===== src/hw/arb_pkg.sv =====
`default_nettype none

package arb_pkg;

    localparam int NUM_PORTS    = 2;
    localparam int PORT_IDX_WID = (NUM_PORTS > 1) ? $clog2(NUM_PORTS) : 1;

    typedef logic [PORT_IDX_WID-1:0] port_idx_t;

    // Bus ownership
    typedef enum logic {
        ARB_IDLE   = 1'b0,
        ARB_LOCKED = 1'b1
    } arb_state_t;

endpackage : arb_pkg

`default_nettype wire


===== src/hw/axis_pkg.sv =====
`default_nettype none

package axis_pkg;

    // Beat geometry
    localparam int DATA_BYTES = 4;
    localparam int USER_WID   = 4;
    localparam int TID_WID    = 1;

    // Ingress beat, source port not yet known
    typedef struct packed {
        logic [DATA_BYTES-1:0][7:0] tdata;
        logic [DATA_BYTES-1:0]      tkeep;
        logic                       tlast;
        logic [USER_WID-1:0]        tuser;
    } axis_in_t;

    // Shared bus and egress beat, tid carries the source port
    typedef struct packed {
        logic [DATA_BYTES-1:0][7:0] tdata;
        logic [DATA_BYTES-1:0]      tkeep;
        logic                       tlast;
        logic [TID_WID-1:0]         tid;
        logic [USER_WID-1:0]        tuser;
    } axis_out_t;

endpackage : axis_pkg

`default_nettype wire


===== src/hw/axis_ingress_pipe.sv =====
`timescale 1ns/1ps
`default_nettype none

module axis_ingress_pipe
    import axis_pkg::*;
(
    input  logic     from_tx,
    input  logic     aresetn,

    // Upstream side
    input  logic     in_valid,
    output logic     in_ready,
    input  axis_in_t in_beat,

    // Downstream side
    output logic     out_valid,
    input  logic     out_ready,
    output axis_in_t out_beat
);

    logic in_xfer;

    // Pull mode: take a new beat while the held one drains
    assign in_ready = !out_valid || out_ready;
    assign in_xfer  = in_valid && in_ready;

    always_ff @(posedge from_tx) begin
        if (!aresetn) begin
            out_valid <= 1'b0;
        end else if (in_xfer) begin
            out_valid <= 1'b1;
        end else if (out_ready) begin
            out_valid <= 1'b0;
        end
    end

    // Register is free or emptying whenever in_ready is high
    always_ff @(posedge from_tx) begin
        if (in_ready) begin
            out_beat <= in_beat;
        end
    end

endmodule : axis_ingress_pipe

`default_nettype wire


===== src/hw/axis_merge_top.sv =====
`timescale 1ns/1ps
`default_nettype none

module axis_merge_top
    import axis_pkg::*;
    import arb_pkg::*;
(
    input  logic                 from_tx,
    input  logic                 aresetn,

    // Ingress ports
    input  logic [NUM_PORTS-1:0] s_valid,
    output logic [NUM_PORTS-1:0] s_ready,
    input  axis_in_t             s_beat [NUM_PORTS],

    // Merged egress
    output logic                 m_valid,
    input  logic                 m_ready,
    output axis_out_t            m_beat
);

    logic [NUM_PORTS-1:0] pipe_valid;
    logic [NUM_PORTS-1:0] pipe_ready;
    axis_in_t             pipe_beat [NUM_PORTS];

    logic                 bus_valid;
    logic                 bus_ready;
    axis_out_t            bus_beat;

    logic                 skid_valid;
    logic                 skid_ready;
    axis_out_t            skid_beat;

    // One register stage per ingress port
    for (genvar p = 0; p < NUM_PORTS; p++) begin : g_ingress
        axis_ingress_pipe axis_ingress_pipe_inst (
            .from_tx   (from_tx),
            .aresetn   (aresetn),
            .in_valid  (s_valid[p]),
            .in_ready  (s_ready[p]),
            .in_beat   (s_beat[p]),
            .out_valid (pipe_valid[p]),
            .out_ready (pipe_ready[p]),
            .out_beat  (pipe_beat[p])
        );
    end

    axis_packet_arbiter axis_packet_arbiter_inst (
        .from_tx   (from_tx),
        .aresetn   (aresetn),
        .req_valid (pipe_valid),
        .req_ready (pipe_ready),
        .req_beat  (pipe_beat),
        .bus_valid (bus_valid),
        .bus_ready (bus_ready),
        .bus_beat  (bus_beat)
    );

    axis_skid_buffer axis_skid_buffer_inst (
        .from_tx   (from_tx),
        .aresetn   (aresetn),
        .in_valid  (bus_valid),
        .in_ready  (bus_ready),
        .in_beat   (bus_beat),
        .out_valid (skid_valid),
        .out_ready (skid_ready),
        .out_beat  (skid_beat)
    );

    axis_tlast_advance axis_tlast_advance_inst (
        .from_tx   (from_tx),
        .aresetn   (aresetn),
        .in_valid  (skid_valid),
        .in_ready  (skid_ready),
        .in_beat   (skid_beat),
        .out_valid (m_valid),
        .out_ready (m_ready),
        .out_beat  (m_beat)
    );

endmodule : axis_merge_top

`default_nettype wire


===== src/hw/axis_packet_arbiter.sv =====
`timescale 1ns/1ps
`default_nettype none

module axis_packet_arbiter
    import axis_pkg::*;
    import arb_pkg::*;
(
    input  logic                 from_tx,
    input  logic                 aresetn,

    // Ingress requests
    input  logic [NUM_PORTS-1:0] req_valid,
    output logic [NUM_PORTS-1:0] req_ready,
    input  axis_in_t             req_beat [NUM_PORTS],

    // Shared bus
    output logic                 bus_valid,
    input  logic                 bus_ready,
    output axis_out_t            bus_beat
);

    arb_state_t state;
    port_idx_t  last_grant;
    port_idx_t  grant;
    logic       bus_xfer;

    // Round-robin pick, starting after the last granted port.
    // While locked the owner is last_grant itself
    always_comb begin : pick
        port_idx_t cand;
        logic      found;
        cand  = last_grant;
        found = 1'b0;
        grant = last_grant;
        if (state == ARB_IDLE) begin
            for (int i = 1; i <= NUM_PORTS; i++) begin
                cand = port_idx_t'((int'(last_grant) + i) % NUM_PORTS);
                if (!found && req_valid[cand]) begin
                    grant = cand;
                    found = 1'b1;
                end
            end
        end
    end

    // Granted port onto the bus, source stamped into tid
    always_comb begin
        bus_valid      = req_valid[grant];
        bus_beat.tdata = req_beat[grant].tdata;
        bus_beat.tkeep = req_beat[grant].tkeep;
        bus_beat.tlast = req_beat[grant].tlast;
        bus_beat.tuser = req_beat[grant].tuser;
        bus_beat.tid   = TID_WID'(grant);
    end

    // Only the granted port sees ready
    always_comb begin
        req_ready        = '0;
        req_ready[grant] = bus_ready;
    end

    assign bus_xfer = bus_valid && bus_ready;

    // Lock on a first beat without tlast, release on the tlast beat
    always_ff @(posedge from_tx) begin
        if (!aresetn) begin
            state      <= ARB_IDLE;
            last_grant <= port_idx_t'(NUM_PORTS - 1);
        end else begin
            case (state)
                ARB_IDLE: begin
                    if (bus_xfer) begin
                        last_grant <= grant;
                        if (!bus_beat.tlast) begin
                            state <= ARB_LOCKED;
                        end
                    end
                end
                ARB_LOCKED: begin
                    if (bus_xfer && bus_beat.tlast) begin
                        state <= ARB_IDLE;
                    end
                end
                default: begin
                    state <= ARB_IDLE;
                end
            endcase
        end
    end

endmodule : axis_packet_arbiter

`default_nettype wire


===== src/hw/axis_skid_buffer.sv =====
`timescale 1ns/1ps
`default_nettype none

module axis_skid_buffer
    import axis_pkg::*;
(
    input  logic      from_tx,
    input  logic      aresetn,

    // Upstream side
    input  logic      in_valid,
    output logic      in_ready,
    input  axis_out_t in_beat,

    // Downstream side
    output logic      out_valid,
    input  logic      out_ready,
    output axis_out_t out_beat
);

    logic      out_ready_q;
    logic      skid_valid;
    axis_out_t skid_beat;
    logic      fwft;
    logic      ready_falling;
    logic      sample_en;

    always_ff @(posedge from_tx) begin
        if (!aresetn) begin
            out_ready_q <= 1'b0;
        end else begin
            out_ready_q <= out_ready;
        end
    end

    // Empty skid can always take a first word
    assign fwft          = in_valid && !skid_valid && !out_ready_q;
    assign ready_falling = out_ready_q && !out_ready;

    // Catch the beat in flight when downstream stalls
    assign sample_en = ready_falling || (fwft && !out_ready);

    // Upstream ready is registered, no path from out_ready
    assign in_ready = out_ready_q || fwft;

    always_ff @(posedge from_tx) begin
        if (!aresetn) begin
            skid_valid <= 1'b0;
        end else if (out_ready && skid_valid) begin
            skid_valid <= 1'b0;
        end else if (sample_en) begin
            skid_valid <= in_valid;
        end
    end

    // Track the input until a beat is parked
    always_ff @(posedge from_tx) begin
        if (!skid_valid) begin
            skid_beat <= in_beat;
        end
    end

    // Parked beat goes out first
    always_comb begin
        if (skid_valid) begin
            out_valid = 1'b1;
            out_beat  = skid_beat;
        end else begin
            out_valid = in_valid;
            out_beat  = in_beat;
        end
    end

endmodule : axis_skid_buffer

`default_nettype wire


===== src/hw/axis_tlast_advance.sv =====
`timescale 1ns/1ps
`default_nettype none

module axis_tlast_advance
    import axis_pkg::*;
(
    input  logic      from_tx,
    input  logic      aresetn,

    // Upstream side
    input  logic      in_valid,
    output logic      in_ready,
    input  axis_out_t in_beat,

    // Downstream side
    output logic      out_valid,
    input  logic      out_ready,
    output axis_out_t out_beat
);

    logic      hold_valid;
    axis_out_t hold_beat;
    logic      skip;
    logic      in_xfer;
    logic      out_xfer;

    // Empty closing beat, never forwarded
    assign skip = in_valid && in_beat.tlast && (in_beat.tkeep == '0);

    // Held beat leaves once its successor is visible or it closes a packet
    assign out_valid = hold_valid && (hold_beat.tlast || in_valid);

    // A new beat enters only as the held one leaves
    assign in_ready = !hold_valid || out_ready;

    assign in_xfer  = in_valid && in_ready;
    assign out_xfer = out_valid && out_ready;

    always_comb begin
        out_beat       = hold_beat;
        out_beat.tlast = hold_beat.tlast || skip;
    end

    // Hold only goes empty at a packet boundary, so a skipped beat
    // arriving then is a lone empty packet
    always_ff @(posedge from_tx) begin
        if (!aresetn) begin
            hold_valid <= 1'b0;
        end else if (in_xfer) begin
            hold_valid <= !skip;
        end else if (out_xfer) begin
            hold_valid <= 1'b0;
        end
    end

    always_ff @(posedge from_tx) begin
        if (in_xfer && !skip) begin
            hold_beat <= in_beat;
        end
    end

endmodule : axis_tlast_advance

`default_nettype wire


===== config.mk =====
export PLATFORM = sky130hd
export DESIGN_NAME = axis_merge_top
export DESIGN_NICKNAME = d
export VERILOG_FILES = /design/src/hw/arb_pkg.sv /design/src/hw/axis_pkg.sv /design/src/hw/axis_ingress_pipe.sv /design/src/hw/axis_merge_top.sv /design/src/hw/axis_packet_arbiter.sv /design/src/hw/axis_skid_buffer.sv /design/src/hw/axis_tlast_advance.sv
export SDC_FILE = /design/constraint.sdc
export NUM_CORES = 1
export LEC_CHECK = 0
export BUFFER_PORTS_ARGS = -buffer_cell sky130_fd_sc_hd__buf_2
export CAP_MARGIN = 15
export CORE_MARGIN = 8
export CORE_UTILIZATION = 49
export DETAILED_ROUTE_END_ITERATION = 10
export PLACE_DENSITY = 0.75
export SETUP_SLACK_MARGIN = 0.05
export SYNTH_ARGS = -nofsm -noshare
export SYNTH_HDL_FRONTEND = slang
export SYNTH_SLANG_ARGS = --single-unit

===== constraint.sdc =====
create_clock -name from_tx -period 3.5 [get_ports from_tx]
set_input_delay 0.35 -clock from_tx [delete_from_list [all_inputs] [get_ports from_tx]]
set_output_delay 0.35 -clock from_tx [all_outputs]
set_load 0.02 [all_outputs]

* Yosys cells after proc, flatten, opt, wreduce, memory -nomap -nowiden
Cells that the tools add are included.
** Storage, ports and cells
- Register bits :: 173
- Input port bits :: 87
- Output and inout port bits :: 45
- Word-level logic and storage cells :: 114
** Cells by class
- $add $sub $neg :: 2
- $lt $le $gt $ge :: 5
- Mux-type cells :: 28
- Bitwise operators :: 4
- Reductions and logical operators :: 38
** Operators by type and width (count)
- $mux W41 :: 3
- $mux W42 :: 1
- $mux W1 :: 22
- $logic_and A1 B1 Y1 :: 17
- $logic_not A1 Y1 :: 8
- $logic_or A1 B1 Y1 :: 7
- $lt A1 B2 Y1 const B :: 3
- $reduce_bool A2 Y1 :: 3
- $logic_not A4 Y1 :: 1
- $add A1 B1 Y1 const B :: 2
- $and A2 B2 Y2 :: 1
- $ge A2 B2 Y1 const B :: 1
- $not A1 Y1 :: 2
- $not A1 Y2 :: 1
- $pmux W1 S2 :: 1
- $reduce_and A2 Y1 :: 1
- $reduce_or A2 Y1 :: 1
- $demux W1 S1 :: 1
- $ge A1 B1 Y1 const B :: 1

* Logic depth before layout (Yosys ltp)
- Depth after elaboration :: 18
- Depth in mapped cells :: 8
- Depth with buffers taken out :: 5

* Cells and area by module
Synthesis repeated with hierarchy kept, for this count alone.
** Second synthesis, totals
- Cells, all modules :: 353
- Area total of the unflattened synthesis :: 6540.0 µm²
** Modules (own cells, without submodules)
- axis_ingress_pipe :: instances 2, cells an instance 45, area an instance 1280.0 µm², seq. area each 1251.2 µm²
- axis_tlast_advance :: instances 1, cells an instance 95, area an instance 1655.3 µm², seq. area each 1281.2 µm²
- axis_skid_buffer :: instances 1, cells an instance 98, area an instance 1631.6 µm², seq. area each 880.8 µm²
- axis_packet_arbiter :: instances 1, cells an instance 70, area an instance 693.2 µm², seq. area each 40.0 µm²

* Least setup slack after synthesis
Ideal clock, no wire load.
- Path kind :: reg2reg
- From :: reg axis_packet_arbiter_inst.last_grant
- To :: reg axis_tlast_advance_inst.hold_beat[5] in the netlist's numbering, enable pin
- Library setup time :: 0.455 ns
- Arrival time :: 3.163 ns
- Required time :: 3.045 ns
- Setup slack :: -0.118 ns
- Cell stages (with the launch flop) :: 7
- Buffers on the path :: 1
- Clock period less this slack :: 3.618 ns
- Cells stage by stage :: dfxtp_1 buf_6 mux2i_1 a211o_1 a21oi_2 o31ai_2 a21oi_1
** Between the ends
- Cells in the longest elaborated chain, start to end :: 18
- Elaborated cells between the ends (all ways) :: 27
- Classes of those cells :: add/sub: 2; mux: 16; bitwise: 1; reduce/logical: 8
** Ends and longest elaborated chain
- start, declared :: RTL line axis_packet_arbiter.sv:23 : port_idx_t last_grant;
- start signal, assigned :: RTL line axis_packet_arbiter.sv:68 : last_grant <= port_idx_t'(NUM_PORTS - 1);
- start signal, assigned :: RTL line axis_packet_arbiter.sv:73 : last_grant <= grant;
- $add A1 B1 Y1 :: RTL line axis_packet_arbiter.sv:37 : cand = port_idx_t'((int'(last_grant) + i) % NUM_PORTS);
- $mux W1 (not written as such) (2 in a row) :: RTL line axis_packet_arbiter.sv:38 : if (!found && req_valid[cand]) begin
- $mux W1 :: RTL line axis_packet_arbiter.sv:38
- $mux W1 :: RTL line axis_packet_arbiter.sv:35 : if (state == ARB_IDLE) begin
- $logic_not A1 Y1 :: RTL line axis_packet_arbiter.sv:38
- $logic_and A1 B1 Y1 :: RTL line axis_packet_arbiter.sv:38
- $mux W1 :: RTL line axis_packet_arbiter.sv:38
- $mux W1 (*) :: RTL line axis_packet_arbiter.sv:35
- $not A1 Y2 (not written as such) :: RTL line axis_packet_arbiter.sv:50, axis_packet_arbiter.sv:51
- $mux W41 (3 in a row)
- $mux W42 :: RTL line axis_skid_buffer.sv:65 : if (skid_valid) begin
- $logic_not A4 Y1 or $logic_and A1 B1 Y1 (tied branches) :: RTL line axis_tlast_advance.sv:28 : assign skip = in_valid && in_beat.tlast && (in_beat.tkeep == '0);
- $logic_and A1 B1 Y1 :: RTL line axis_tlast_advance.sv:28
- $logic_not A1 Y1 :: RTL line axis_tlast_advance.sv:57 : if (in_xfer && !skip) begin
- $logic_and A1 B1 Y1 (*) :: RTL line axis_tlast_advance.sv:57
- end signal, assigned :: RTL line axis_tlast_advance.sv:58 : hold_beat <= in_beat;
- end, declared :: RTL line axis_tlast_advance.sv:22 : axis_out_t hold_beat;
Every way passes the cells marked *; elsewhere a longest branch is shown, timed or not. The select of a mux whose other input is x is not followed.
A chain may end at the register's enable or synchronous reset.

* Worst setup path in the final report
- From :: reg axis_packet_arbiter_inst.last_grant
- To :: out s_ready[1]
** Between the ends
- Cells in the longest elaborated chain, start to end :: 16
- Elaborated cells between the ends (all ways) :: 25
- Classes of those cells :: add/sub: 2; order compare: 2; mux: 13; bitwise: 1; reduce/logical: 7
** Ends and longest elaborated chain
- $add A1 B1 Y1 :: RTL line axis_packet_arbiter.sv:37
- $mux W1 (not written as such) (2 in a row) :: RTL line axis_packet_arbiter.sv:38
- $mux W1 :: RTL line axis_packet_arbiter.sv:38
- $mux W1 :: RTL line axis_packet_arbiter.sv:35
- $logic_not A1 Y1 :: RTL line axis_packet_arbiter.sv:38
- $logic_and A1 B1 Y1 :: RTL line axis_packet_arbiter.sv:38
- $mux W1 :: RTL line axis_packet_arbiter.sv:38
- $mux W1 (*) :: RTL line axis_packet_arbiter.sv:35
- parallel branches: the longest is 5 deep, another holds $lt A1 B2 Y1
- $and A2 B2 Y2 (no source line) (*)
- $logic_or A1 B1 Y1 (*) :: RTL line axis_ingress_pipe.sv:24 : assign in_ready = !out_valid || out_ready;
- end, declared :: RTL line axis_merge_top.sv:13 : output logic [NUM_PORTS-1:0] s_ready,
Every way passes the cells marked *. The select of a mux whose other input is x is not followed.

==> impl_metrics.yaml <==
status:
  status: "finished clean"
power:
  swShare_pct: 26.7
  peakVddDrop_uv: 343
  power.clock.fraction_pct: 32.5
  leakagePower_nw: 2.94
  seqPwrFrac_pct: 52.1
  switchingPower_mw: 1.42
  combPwrFrac_pct: 15.5
  intPower_mw: 3.90
  finalPower_mw: 5.31
  powerDensity_mw_per_mm2: 709
logic_synthesis:
  synth_common_cells: "124 x edfxtp_1, 50 x nand2_1, 49 x dfxtp_1, 46 x buf_4, 40 x mux2i_1"
  yosysUniqueCellTypes: 43
  syn_nets: 524
  synth_edf_count: 124
  synthMuxAreaShare_pct: 6.23
  yosysTopAreaCell: "edfxtp_1"
  synth_area_mm2: 0.00643
  synthSimpleGateAreaFrac_pct: 5.57
  yosysTopAreaCellShare_pct: 57.9
  synth_area_leaders: "edfxtp_1 58%, dfxtp_1 15%, mux2i_1 6.2%"
  synth_warnings: 0
  syn_inst: 437
  synth_top_family_by_area: "compound AO/OA/AOI/OAI gates"
  ys.flop_type: "edfxtp_1"
  synth-xor-area-share_pct: 0
  synth_adder_area_share_pct: 0
  synth-compound-area-share_pct: 7.59
  synth_area_per_cell_um2: 14.7
  synth_seq_cells: 173
  synthArstFlopShare_pct: 0
  post-synth-top-count-cell: "edfxtp_1"
  ys_seq_area_share_pct: 73.2
min_path:
  whs_endpoint: "g_ingress[0].axis_ingress_pipe_inst.out_beat[21]"
  min_path_type: "primary input to register"
  hp-start: "s_beat[62]"
  hold_path_depth: 1
floorplan:
  core_mm2: 0.0130
  ioPinCount: 132
  rows: 42
  die_x_um: 131
  start_util_pct: 49.3
  dieArea_mm2: 0.0170
  die_h_um: 131
cells_and_area:
  fillers: 1067
  multi_input_comb_area_mm2: 0.00126
  drive_above_1_share_pct: 32.7
  syn2layout_area_growth_pct: 16.6
  seq_area_mm2: 0.00471
  diodes: 0
  final_nets: 619
routing:
  route.detailed.drc: 0
  drt_wl_total_um: 11900
  drt_iter0_drc: 224
  vias_per_cell: 4.86
  dr.pass1.iters: 4
  ant_nets: 0
  wl_per_cell_um: 16.5
  vias: 3505
critical_path:
  reg2reg_slack_ns: 0.79
  r2r_cells: 6
  crit_chain: "nand2b_1 -> a21o_1 -> a31o_1 -> a21boi_1 -> inv_2 -> buf_2"
  worst-endpoint-arrival_ns: 2.65
  critPathCaptureType: "output port"
  start_kind: "register"
  reg2reg_to: "axis_tlast_advance_inst.out_beat[25]"
  slowest_delay_ns: 0.85
  cp_max_fo: 21
  worstSetupPathType: "register to output port"
  crit_start: "axis_packet_arbiter_inst.last_grant"
  crit_slowest_cell: "dfxtp_1"
  crit-reg2reg-launch: "axis_packet_arbiter_inst.last_grant"
  required_ns: 3.15
clock_network:
  cts_htree_levels: 4
  cts_resized: 0
  clk_pin_slew_ns: 0.07
  holdBufCountCts: 0
  clock_path_buffers: 2
  cts_buffers: 17
  cts_root_buffer: "clkbuf_16"
  postCtsSetupBuffers: 0
  clkLatencyLatePin_ns: 0.42
  cts_tree: "yes"
  clock-sinks: 173
grt:
  gr-usage-all-layers_pct: 14.3
  grt_pass1_wl_um: 18200
  overflow: 0
  grt_max_degree: 47
  first_global_vias: 3675
  antenna_found_initial: 0
timing:
  setup_violations: 0
  fmax_mhz: 333
  rsz0062_at_grt: "no"
  tightest_slew_ns: 0.807
  timing.slew.headroom_pct: 46.2
  slew_violations: 0
  hold_slack_ns: 0.106
  clock_skew_ns: 0.0107
  fin_ws_ns: 0.501
  period_share_pct: 85.7
  hold_viol: 0
  period_minus_slack_ns: 3.00
  finalSetupTns_ns: 0
placed_design:
  gp_congestion: 0.910
  post-place-ws_ns: 0.815
  hpwl_um: 8270
  io_buffers: 131
flow_run:
  maxCapViolCount: 0
cells in the final DEF, fill, tap and decap left out, types with 2 or more instances in the layout:
master	instances
nor3b_1	3
buf_4	6
a21o_1	3
clkinv_4	5
clkbuf_1	2
o21a_1	2
edfxtp_1	124
a31o_1	2
nor2_1	5
nand2_1	50
nor3_1	3
clkinv_1	2
and3_1	2
inv_2	2
mux2i_1	40
o211ai_1	3
clkbuf_16	17
nor2b_1	3
o21ai_1	31
a31oi_1	2
nand2b_1	3
buf_2	131
dfxtp_1	48
a211oi_1	2
inv_1	7
a21oi_1	5
clkinvlp_4	4
a21boi_1	2
o21ai_0	12
critical path: cells and delay by family, from the launching register on:
kind,cells,cell delay (ns)
flops,1,0.85
buf+inv,2,0.60
compound gates,3,0.53
simple gates,1,0.24
how the worst max path moves through the flow:
stage                                                 to  slack, ns
floorplan           axis_tlast_advance_inst.hold_beat[5]       0.73
finish                                        s_ready[1]       0.50
CTS                                           s_ready[1]       0.45
detailed placement  axis_tlast_advance_inst.out_beat[25]       0.82
global route                                  s_ready[1]       0.28
global placement    axis_tlast_advance_inst.out_beat[20]       0.96
state kept, by name, summed over array words and instances, names as in the netlist, named ones only:
name                                        cells
axis_skid_buffer_inst.out_ready_q               1
axis_skid_buffer_inst.skid_valid                1
axis_tlast_advance_inst.hold_beat               1
axis_tlast_advance_inst.hold_valid              1
axis_packet_arbiter_inst.last_grant             1
g_ingress.axis_ingress_pipe_inst.out_valid      2
g_ingress.axis_ingress_pipe_inst.out_beat      82
axis_skid_buffer_inst.skid_beat                42
axis_tlast_advance_inst.out_beat               41
layout make-up:
type / instances / area share, %
sequential: 173 / 62.8
multi-input combinational: 193 / 16.9
timing repair buffer: 138 / 9.61
clock buffer: 19 / 5.77
tap: 176 / 2.94
clock inverter: 13 / 1.60
inverter: 9 / 0.451
through the flow:
| step | util (%) | instance area (um^2) | cells |
|---|---|---|---|
| 6_report | 57.5 | 7500 | 721 |
| 5_1_grt | 57.5 | 7500 | 721 |
| 4_1_cts | 57.5 | 7500 | 721 |
| 3_5_place_dp | 53.3 | 6950 | 689 |
| 3_3_place_gp | 53.3 | 6950 | 689 |
| 2_1_floorplan | - | 6430 | 437 |
metal layers:
layer	vias to the layer above	GRT usage (%)	routed length, um
li1	1736	-	-
met2	106	23.5	5830
met3	15	4.50	732
met1	1648	16.9	5180
met5	-	0	0
met4	0	6.82	192
power by group through the flow:
stage	registers (mW)	clock network (mW)	logic [mW]
floorplan	2.74	0	0.717
detailed placement	2.81	0	0.835
finish	2.77	1.73	0.821
CTS	2.77	1.76	0.838
global placement	2.80	0	0.805
global route	2.80	1.85	0.891
kinds of logic (layout without fill, tap and decap cells):
kind of cell,Yosys count,in the layout
flops,173,173
compound gates,78,78
simple gates,75,75
buf+inv,71,179
mux,40,40
Note: power is estimated with default switching activity, not from simulation.
